[src/include/bridge_config.svh]
`ifndef BRIDGE_CONFIG_SVH
`define BRIDGE_CONFIG_SVH

// --------------------------------------------------
// AXI slave side
// --------------------------------------------------
`define AXI_ADDR_W 32
`define AXI_ID_W   4
`define AXI_DATA_W 64

// --------------------------------------------------
// APB master side
// --------------------------------------------------
`define APB_ADDR_W 12
`define APB_DATA_W 32 // Half of the AXI word

`endif

[src/logic/axi_apb_pkg.sv]
`include "bridge_config.svh"

package axi_apb_pkg;

    typedef enum logic [1:0] {
        OKAY   = 2'b00,
        SLVERR = 2'b10
    } axi_resp_e;

    // One AXI data beat seen whole or as two APB words
    typedef union packed {
        logic [`AXI_DATA_W-1:0]       word;
        logic [1:0][`APB_DATA_W-1:0]  half; // half[1] is bits 63:32
    } axi_data_u;

    // --------------------------------------------------
    // AXI channel payloads
    // --------------------------------------------------
    typedef struct packed {
        logic [`AXI_ID_W-1:0]   id;
        logic [`AXI_ADDR_W-1:0] addr;
        logic [2:0]             size;
    } ar_req_t;

    typedef ar_req_t aw_req_t; // Same fields on the write address channel

    typedef struct packed {
        logic [`AXI_ID_W-1:0] id;
        axi_data_u            data;
        axi_resp_e            resp;
    } r_rsp_t;

    typedef struct packed {
        logic [`AXI_ID_W-1:0] id;
        axi_resp_e            resp;
    } b_rsp_t;

    // --------------------------------------------------
    // Sequencer to APB master link
    // --------------------------------------------------
    typedef struct packed {
        logic                   write;
        logic [`APB_ADDR_W-1:0] addr;
        logic [`APB_DATA_W-1:0] wdata;
    } apb_req_t;

    typedef struct packed {
        logic [`APB_DATA_W-1:0] rdata;
        logic                   err;   // PSLVERR of the beat
    } apb_rsp_t;

endpackage

[src/logic/axi_read_seq.sv]
`timescale 1ns/1ps
`include "bridge_config.svh"

module axi_read_seq (
    input  logic                  ACLK,
    input  logic                  ARESETn,
    input  axi_apb_pkg::ar_req_t  ar_i,
    input  logic                  ar_valid_i,
    output logic                  ar_ready_o,
    output axi_apb_pkg::r_rsp_t   r_o,
    output logic                  r_valid_o,
    input  logic                  r_ready_i,
    output axi_apb_pkg::apb_req_t apb_req_o,
    output logic                  apb_req_valid_o,
    input  axi_apb_pkg::apb_rsp_t apb_rsp_i,
    input  logic                  apb_done_i
);

    typedef enum logic [1:0] {S_IDLE, S_BEAT, S_RESP} state_e;

    state_e                 state_q;
    axi_apb_pkg::ar_req_t   req_q;
    axi_apb_pkg::axi_data_u data_q;
    logic                   beat_q;    // Second beat of a 64-bit read
    logic                   err_q;
    logic                   two_beats;
    logic                   half_sel;

    assign two_beats = (req_q.size == 3'd3);
    assign half_sel  = two_beats ? beat_q : req_q.addr[2];

    assign ar_ready_o = (state_q == S_IDLE) && ar_valid_i;

    // --------------------------------------------------
    // APB request
    // --------------------------------------------------
    assign apb_req_valid_o = (state_q == S_BEAT);
    assign apb_req_o.write = 1'b0;
    assign apb_req_o.addr  = {req_q.addr[`APB_ADDR_W-1:3], half_sel, 2'b00};
    assign apb_req_o.wdata = '0;

    // R channel
    assign r_valid_o = (state_q == S_RESP);
    assign r_o.id    = req_q.id;
    assign r_o.data  = data_q;
    assign r_o.resp  = err_q ? axi_apb_pkg::SLVERR : axi_apb_pkg::OKAY;

    always_ff @(posedge ACLK, negedge ARESETn) begin
        if (!ARESETn) begin
            state_q <= S_IDLE;
            beat_q  <= 1'b0;
            err_q   <= 1'b0;
        end else begin
            case (state_q)
                S_IDLE: if (ar_ready_o) begin
                    state_q <= S_BEAT;
                    beat_q  <= 1'b0;
                    err_q   <= 1'b0;
                end
                S_BEAT: if (apb_done_i) begin
                    err_q <= err_q | apb_rsp_i.err; // Any failing beat fails the read
                    if (two_beats && !beat_q)
                        beat_q <= 1'b1;
                    else
                        state_q <= S_RESP;
                end
                S_RESP: if (r_ready_i) state_q <= S_IDLE;
                default: state_q <= S_IDLE;
            endcase
        end
    end

    // Request and read data capture
    always_ff @(posedge ACLK) begin
        if (ar_ready_o) begin
            req_q       <= ar_i;
            data_q.word <= '0; // Unused half reads as zero
        end
        if (state_q == S_BEAT && apb_done_i)
            data_q.half[half_sel] <= apb_rsp_i.rdata;
    end

endmodule

[src/logic/axi_write_seq.sv]
`timescale 1ns/1ps
`include "bridge_config.svh"

module axi_write_seq (
    input  logic                   ACLK,
    input  logic                   ARESETn,
    input  axi_apb_pkg::aw_req_t   aw_i,
    input  logic                   aw_valid_i,
    output logic                   aw_ready_o,
    input  axi_apb_pkg::axi_data_u w_data_i,
    input  logic                   w_valid_i,
    output logic                   w_ready_o,
    output axi_apb_pkg::b_rsp_t    b_o,
    output logic                   b_valid_o,
    input  logic                   b_ready_i,
    output axi_apb_pkg::apb_req_t  apb_req_o,
    output logic                   apb_req_valid_o,
    input  axi_apb_pkg::apb_rsp_t  apb_rsp_i,
    input  logic                   apb_done_i
);

    typedef enum logic [1:0] {S_IDLE, S_BEAT, S_RESP} state_e;

    state_e                 state_q;
    axi_apb_pkg::aw_req_t   req_q;
    axi_apb_pkg::axi_data_u data_q;
    logic                   beat_q;
    logic                   err_q;
    logic                   accept;
    logic                   two_beats;
    logic                   half_sel;

    // AW and W are taken together
    assign accept     = (state_q == S_IDLE) && aw_valid_i && w_valid_i;
    assign aw_ready_o = accept;
    assign w_ready_o  = accept;

    assign two_beats = (req_q.size == 3'd3);
    assign half_sel  = two_beats ? beat_q : req_q.addr[2]; // Low half first

    // --------------------------------------------------
    // APB request and B channel
    // --------------------------------------------------
    assign apb_req_valid_o = (state_q == S_BEAT);
    assign apb_req_o.write = 1'b1;
    assign apb_req_o.addr  = {req_q.addr[`APB_ADDR_W-1:3], half_sel, 2'b00};
    assign apb_req_o.wdata = data_q.half[half_sel];

    assign b_valid_o = (state_q == S_RESP);
    assign b_o.id    = req_q.id;
    assign b_o.resp  = err_q ? axi_apb_pkg::SLVERR : axi_apb_pkg::OKAY;

    always_ff @(posedge ACLK, negedge ARESETn) begin
        if (!ARESETn) begin
            state_q <= S_IDLE;
            beat_q  <= 1'b0;
            err_q   <= 1'b0;
        end else begin
            case (state_q)
                S_IDLE: if (accept) begin
                    state_q <= S_BEAT;
                    beat_q  <= 1'b0;
                    err_q   <= 1'b0;
                end
                S_BEAT: if (apb_done_i) begin
                    err_q <= err_q | apb_rsp_i.err;
                    if (two_beats && !beat_q) beat_q <= 1'b1;
                    else                      state_q <= S_RESP;
                end
                S_RESP: if (b_ready_i) state_q <= S_IDLE; // Hold B until taken
                default: state_q <= S_IDLE;
            endcase
        end
    end

    always_ff @(posedge ACLK) begin
        if (accept) begin
            req_q  <= aw_i;
            data_q <= w_data_i;
        end
    end

endmodule

[src/logic/apb_master.sv]
`timescale 1ns/1ps
`include "bridge_config.svh"

module apb_master (
    input  logic                   ACLK,
    input  logic                   ARESETn,
    input  axi_apb_pkg::apb_req_t  rd_req_i,
    input  logic                   rd_req_valid_i,
    output axi_apb_pkg::apb_rsp_t  rd_rsp_o,
    output logic                   rd_done_o,
    input  axi_apb_pkg::apb_req_t  wr_req_i,
    input  logic                   wr_req_valid_i,
    output axi_apb_pkg::apb_rsp_t  wr_rsp_o,
    output logic                   wr_done_o,
    output logic [`APB_ADDR_W-1:0] paddr_o,
    output logic                   psel_o,
    output logic                   penable_o,
    output logic                   pwrite_o,
    output logic [`APB_DATA_W-1:0] pwdata_o,
    input  logic [`APB_DATA_W-1:0] prdata_i,
    input  logic                   pready_i,
    input  logic                   pslverr_i
);

    typedef enum logic [1:0] {S_IDLE, S_SETUP, S_ACCESS} state_e;

    state_e                state_q;
    axi_apb_pkg::apb_req_t req_q;
    logic                  sel_wr_q;  // Side being served
    logic                  done;
    axi_apb_pkg::apb_rsp_t rsp;

    assign psel_o    = (state_q != S_IDLE);
    assign penable_o = (state_q == S_ACCESS);
    assign paddr_o   = req_q.addr;
    assign pwrite_o  = req_q.write;
    assign pwdata_o  = req_q.wdata;

    // --------------------------------------------------
    // Completion routing
    // --------------------------------------------------
    assign done      = (state_q == S_ACCESS) && pready_i;
    assign rsp.rdata = prdata_i;
    assign rsp.err   = pslverr_i;

    assign rd_done_o = done && !sel_wr_q;
    assign wr_done_o = done && sel_wr_q;
    assign rd_rsp_o  = sel_wr_q ? '0 : rsp;
    assign wr_rsp_o  = sel_wr_q ? rsp : '0;

    always_ff @(posedge ACLK, negedge ARESETn) begin
        if (!ARESETn) begin
            state_q  <= S_IDLE;
            sel_wr_q <= 1'b0;
        end else begin
            case (state_q)
                S_IDLE: if (rd_req_valid_i || wr_req_valid_i) begin
                    state_q  <= S_SETUP;
                    sel_wr_q <= !rd_req_valid_i; // Read wins a tie
                end
                S_SETUP:  state_q <= S_ACCESS;
                S_ACCESS: if (pready_i) state_q <= S_IDLE;
                default:  state_q <= S_IDLE;
            endcase
        end
    end

    always_ff @(posedge ACLK) begin
        if (state_q == S_IDLE)
            req_q <= rd_req_valid_i ? rd_req_i : wr_req_i;
    end

endmodule

[src/logic/axi_apb_bridge.sv]
`timescale 1ns/1ps
`include "bridge_config.svh"

module axi_apb_bridge (
    input  logic                   ACLK,
    input  logic                   ARESETn,
    // AXI slave port
    input  axi_apb_pkg::ar_req_t   ar_i,
    input  logic                   ar_valid_i,
    output logic                   ar_ready_o,
    input  axi_apb_pkg::aw_req_t   aw_i,
    input  logic                   aw_valid_i,
    output logic                   aw_ready_o,
    input  axi_apb_pkg::axi_data_u w_data_i,
    input  logic                   w_valid_i,
    output logic                   w_ready_o,
    output axi_apb_pkg::r_rsp_t    r_o,
    output logic                   r_valid_o,
    input  logic                   r_ready_i,
    output axi_apb_pkg::b_rsp_t    b_o,
    output logic                   b_valid_o,
    input  logic                   b_ready_i,
    // APB master port
    output logic [`APB_ADDR_W-1:0] paddr_o,
    output logic                   psel_o,
    output logic                   penable_o,
    output logic                   pwrite_o,
    output logic [`APB_DATA_W-1:0] pwdata_o,
    input  logic [`APB_DATA_W-1:0] prdata_i,
    input  logic                   pready_i,
    input  logic                   pslverr_i
);

    // --------------------------------------------------
    // Sequencer to APB master links
    // --------------------------------------------------
    axi_apb_pkg::apb_req_t rd_req, wr_req;
    axi_apb_pkg::apb_rsp_t rd_rsp, wr_rsp;
    logic                  rd_req_valid, wr_req_valid;
    logic                  rd_done, wr_done;

    axi_read_seq axi_read_seq_inst (
        .ACLK, .ARESETn, .ar_i, .ar_valid_i, .ar_ready_o, .r_o, .r_valid_o, .r_ready_i,
        .apb_req_o(rd_req), .apb_req_valid_o(rd_req_valid),
        .apb_rsp_i(rd_rsp), .apb_done_i(rd_done)
    );

    axi_write_seq axi_write_seq_inst (
        .ACLK, .ARESETn, .aw_i, .aw_valid_i, .aw_ready_o, .w_data_i, .w_valid_i,
        .w_ready_o, .b_o, .b_valid_o, .b_ready_i,
        .apb_req_o(wr_req), .apb_req_valid_o(wr_req_valid),
        .apb_rsp_i(wr_rsp), .apb_done_i(wr_done)
    );

    apb_master apb_master_inst (
        .ACLK, .ARESETn,
        .rd_req_i(rd_req), .rd_req_valid_i(rd_req_valid), .rd_rsp_o(rd_rsp), .rd_done_o(rd_done),
        .wr_req_i(wr_req), .wr_req_valid_i(wr_req_valid), .wr_rsp_o(wr_rsp), .wr_done_o(wr_done),
        .paddr_o, .psel_o, .penable_o, .pwrite_o, .pwdata_o, .prdata_i, .pready_i, .pslverr_i
    );

endmodule

[config.mk]
export PLATFORM = sky130hd
export DESIGN_NAME = axi_apb_bridge
export DESIGN_NICKNAME = d
export VERILOG_FILES = /design/src/logic/axi_apb_pkg.sv /design/src/logic/axi_read_seq.sv /design/src/logic/axi_write_seq.sv /design/src/logic/apb_master.sv /design/src/logic/axi_apb_bridge.sv
export VERILOG_INCLUDE_DIRS = /design/src /design/src/include
export SDC_FILE = /design/constraint.sdc
export NUM_CORES = 1
export LEC_CHECK = 0
export BUFFER_PORTS_ARGS = -buffer_cell sky130_fd_sc_hd__buf_2
export CAP_MARGIN = 20
export CORE_AREA = 2 2 168 170
export CTS_CLUSTER_SIZE = 8
export DETAILED_ROUTE_END_ITERATION = 6
export DIE_AREA = 0 0 170 172
export PLACE_DENSITY = 0.64
export SLEW_MARGIN = 10
export SYNTH_ARGS = -nofsm -noshare
export SYNTH_HDL_FRONTEND = slang
export SYNTH_HIERARCHICAL = 1
export SYNTH_SLANG_ARGS = --single-unit
[constraint.sdc]
create_clock -name ACLK -period 7.43 [get_ports ACLK]
set_input_delay 1.486 -clock ACLK [delete_from_list [all_inputs] [get_ports ACLK]]
set_output_delay 1.486 -clock ACLK [all_outputs]
set_load 0.02 [all_outputs]
==> PnR_summary.wiki <==
{| class="wikitable"
! Metric !! Value
|-
| Period utilisation layout || 61.0%
|-
| Antenna Nets Post-Route || 0
|-
| Minimum setup slack in the final design || ~2.9 ns
|-
| Worst EP arrival || 3.05 ns
|-
| Max FO, Critical Path || 30
|-
| Fraction of final layout cells with drive strength greater than 1 || a little over two fifths
|-
| Cell-internal power || approximately 3100 µW
|-
| DR iter-0 viols || about 200
|-
| Critical path startpoint category || input port
|-
| Number of antenna violations at the first check in global routing || 2
|-
| Number of nets in the layout || approximately 1100
|-
| DR pass1 iterations || 4
|-
| Routed wire length || 19800 µm
|-
| Maximum root-to-sink buffer count || 3
|-
| Cts hold-fix bufs || 0
|-
| Worst-Margin Slew || between 0.8 and 0.9 ns
|-
| Netlist Area Pre-Place || between 0.009 and 0.01 mm²
|-
| DPL Wire Length || about 13000 µm
|-
| Worst clock skew on the final layout || roughly 0.011 ns
|-
| Cell chosen for the clock root || clkbuf_16
|-
| Max-slew headroom || between 40% and 50%
|-
| Clock tree from TritonCTS || built
|-
| Sequential cell fraction of total power || about two fifths
|-
| Power density over the cells || 414 mW/mm²
|-
| Pin count of the biggest net entering global routing || 66
|-
| Setup total negative slack || 0 ns
|-
| Number of cells produced by synthesis || approximately 650
|-
| Type of element capturing the critical path || output pin
|-
| Clock sink count || between 200 and 250
|-
| Instance area at placement || about 0.010 mm²
|-
| Boundary Pins || ~310
|-
| RSZ-0062 raised after global routing || no
|-
| Worst-path cell with the longest stage delay || nor2_4
|-
| Number of warning messages in the yosys log || 6
|-
| Crit path buffers/inverters || 3
|-
| Worst-case vdd ir drop || roughly 0.00019 V
|-
| Cell mode on critical path || buf_2
|-
| Highest Clock Rate || around 0.22 GHz
|-
| Total congestion overflow || 0
|-
| Number of gates resized after CTS || 0
|-
| Status || complete, no violations
|-
| Std-Cell Rows || 61
|-
| Vias in the first global route || between 5000 and 6000
|-
| Startpoint of the tightest hold check path || axi_read_seq_inst/data_q[55]
|-
| Worst Hold Class || flop to flop
|-
| Die extent in x || 170 µm
|-
| R2r startpoint || axi_write_seq_inst/req_q[1]
|-
| Effective utilization at floorplan || between 30% and 40%
|-
| Share of power burned in combinational logic || 32.9%
|-
| Leading cell type in the layout, fill and taps excluded || buf_2
|-
| Placement Setup Slack || approximately 2.9 ns
|-
| Kind of cell adding the most delay to the critical path || buffers and inverters
|-
| Stage delay of the slowest cell on the critical path || 0.55 ns
|-
| Max H-tree Level || 1
|-
| Number of port buffers || between 200 and 300
|-
| Post-route design area || between 0.01 and 0.015 mm²
|-
| Portion of total power attributed to the clock network || a little over a quarter
|-
| Req. time, crit path || between 5 and 6 ns
|-
| Count of filler cells inserted in the layout || between 2000 and 3000
|-
| Overall via count from detail_route || approximately 5400
|-
| Post-route DRC violation count || 0
|-
| Max-slew violations || 0
|-
| Final-report setup violation count || 0
|-
| Maxcap violations || 0
|-
| Net switching share of the total power || between 30% and 40%
|-
| Top library cells by usage in the layout, fill and taps aside || 264 x buf_2, 143 x edfxtp_1, 67 x nand2_1
|-
| Syn-to-layout area delta || 22.2%
|-
| Die boundary height || ~170 µm
|-
| Final worst path period need || 4.53 ns
|-
| Post-CTS Repair Setup Buffers || 0
|-
| Clock buffers created by TritonCTS || 31
|-
| Cells traversed along the worst timing path || buf_2, nand3b_1, nor2_4, buf_4, buf_2
|-
| Leakage || 0.00526 µW
|-
| Syn_area_per_cell || 14.4 µm²
|-
| Overall power after layout || 4690 µW
|-
| Minimum hold slack || between 0.4 and 0.5 ns
|-
| Area of the die || ~0.03 mm²
|-
| Critical path start-end classification || input port to output pin
|-
| Vias per cell || 4.28
|-
| Core area || 0.0275 mm²
|-
| Clock latency on the worst-skew pair || 0.55 ns
|-
| Source of the critical timing path || aw_valid_i
|-
| Overall Global Routing Usage || 12.9%
|-
| Detailed-route wire length per cell || 15.7 µm
|-
| Net load switching power || roughly 1600 µW
|-
| Global-route wire length before repair || around 29000 µm
|-
| Final estimated routing congestion in global placement || slightly above 0.7
|-
| Clk slew on worst S/H paths || approximately 0.050 ns
|-
| Final count of hold timing violations || 0
|}
registers in the layout, indices dropped and copies added (netlist names), 2 cells and up:
name	count
axi_write_seq_inst/apb_req_o	9
axi_read_seq_inst/data_q	64
axi_read_seq_inst/state_q	2
axi_read_seq_inst/apb_req_o	9
axi_read_seq_inst/req_q	4
apb_master_inst/pwdata_o	32
apb_master_inst/state_q	2
axi_read_seq_inst/r_o	4
axi_write_seq_inst/data_q	64
axi_write_seq_inst/state_q	2
axi_write_seq_inst/req_q	4
apb_master_inst/paddr_o	12
axi_write_seq_inst/b_o	4
layout make-up:
| cell class | count | area (µm²) | area share (%) |
|---|---|---|---|
| diodes | 2 | 5.00 | 0.0442 |
| clock buffers | 52 | 855 | 7.55 |
| clock inverters | 2 | 27.5 | 0.243 |
| inverters | 39 | 146 | 1.29 |
| multi-input cells | 327 | 2620 | 23.1 |
| flip-flops and latches | 218 | 5850 | 51.7 |
| well taps | 346 | 433 | 3.82 |
| repair buffers | 273 | 1390 | 12.3 |
power by group through the flow:
stage	Sequential [µW]	Clock (µW)	Combinational [µW]
6_report	1870	1280	1540
5_1_grt	1910	1370	1670
4_1_cts	1870	1320	1580
3_5_place_dp	1890	0	1580
3_3_place_gp	1880	0	1560
2_1_floorplan	2250	0	752
metrics by stage:
stage	utilization, %	instances
after CTS	41.2	1257
after detailed placement	38.0	1203
after global placement	38.0	1203
after global routing	41.2	1258
final	41.2	1259
after floorplan	-	682
path summary, 6_finish.rpt:
path / endpoint / slack (ns) / cells past startpoint
max in group asynchronous: apb_master_inst/state_q[1] / 6.41 / 1
worst min-delay path: axi_read_seq_inst/data_q[55] / 0.45 / 2
worst max register to register: apb_master_inst/pwdata_o[14] / 5.24 / 5
worst max-delay path: aw_ready_o / 2.90 / 5
worst min register to register: axi_read_seq_inst/data_q[55] / 0.45 / 2
min in group asynchronous: axi_read_seq_inst/err_q / 0.80 / 1
worst reg2reg max path: stages, from the launching register on:
cell and delay (ns):
edfxtp_1 0.41, nand3b_4 0.13, mux2i_4 0.24, buf_4 0.48
mux2_2 0.43, mux2_4 0.26
metal layers:
layer | global-route usage (%) | vias to the layer above | part of all wire [%]
li1 | - | 2611 | -
met1 | 14.9 | 2587 | 40
met2 | 23.1 | 159 | 51
met3 | 3.36 | 30 | 6.2
met4 | 4.38 | 2 | 2.4
met5 | 0 | - | 0.046
Power figures use the tool's default switching activity.
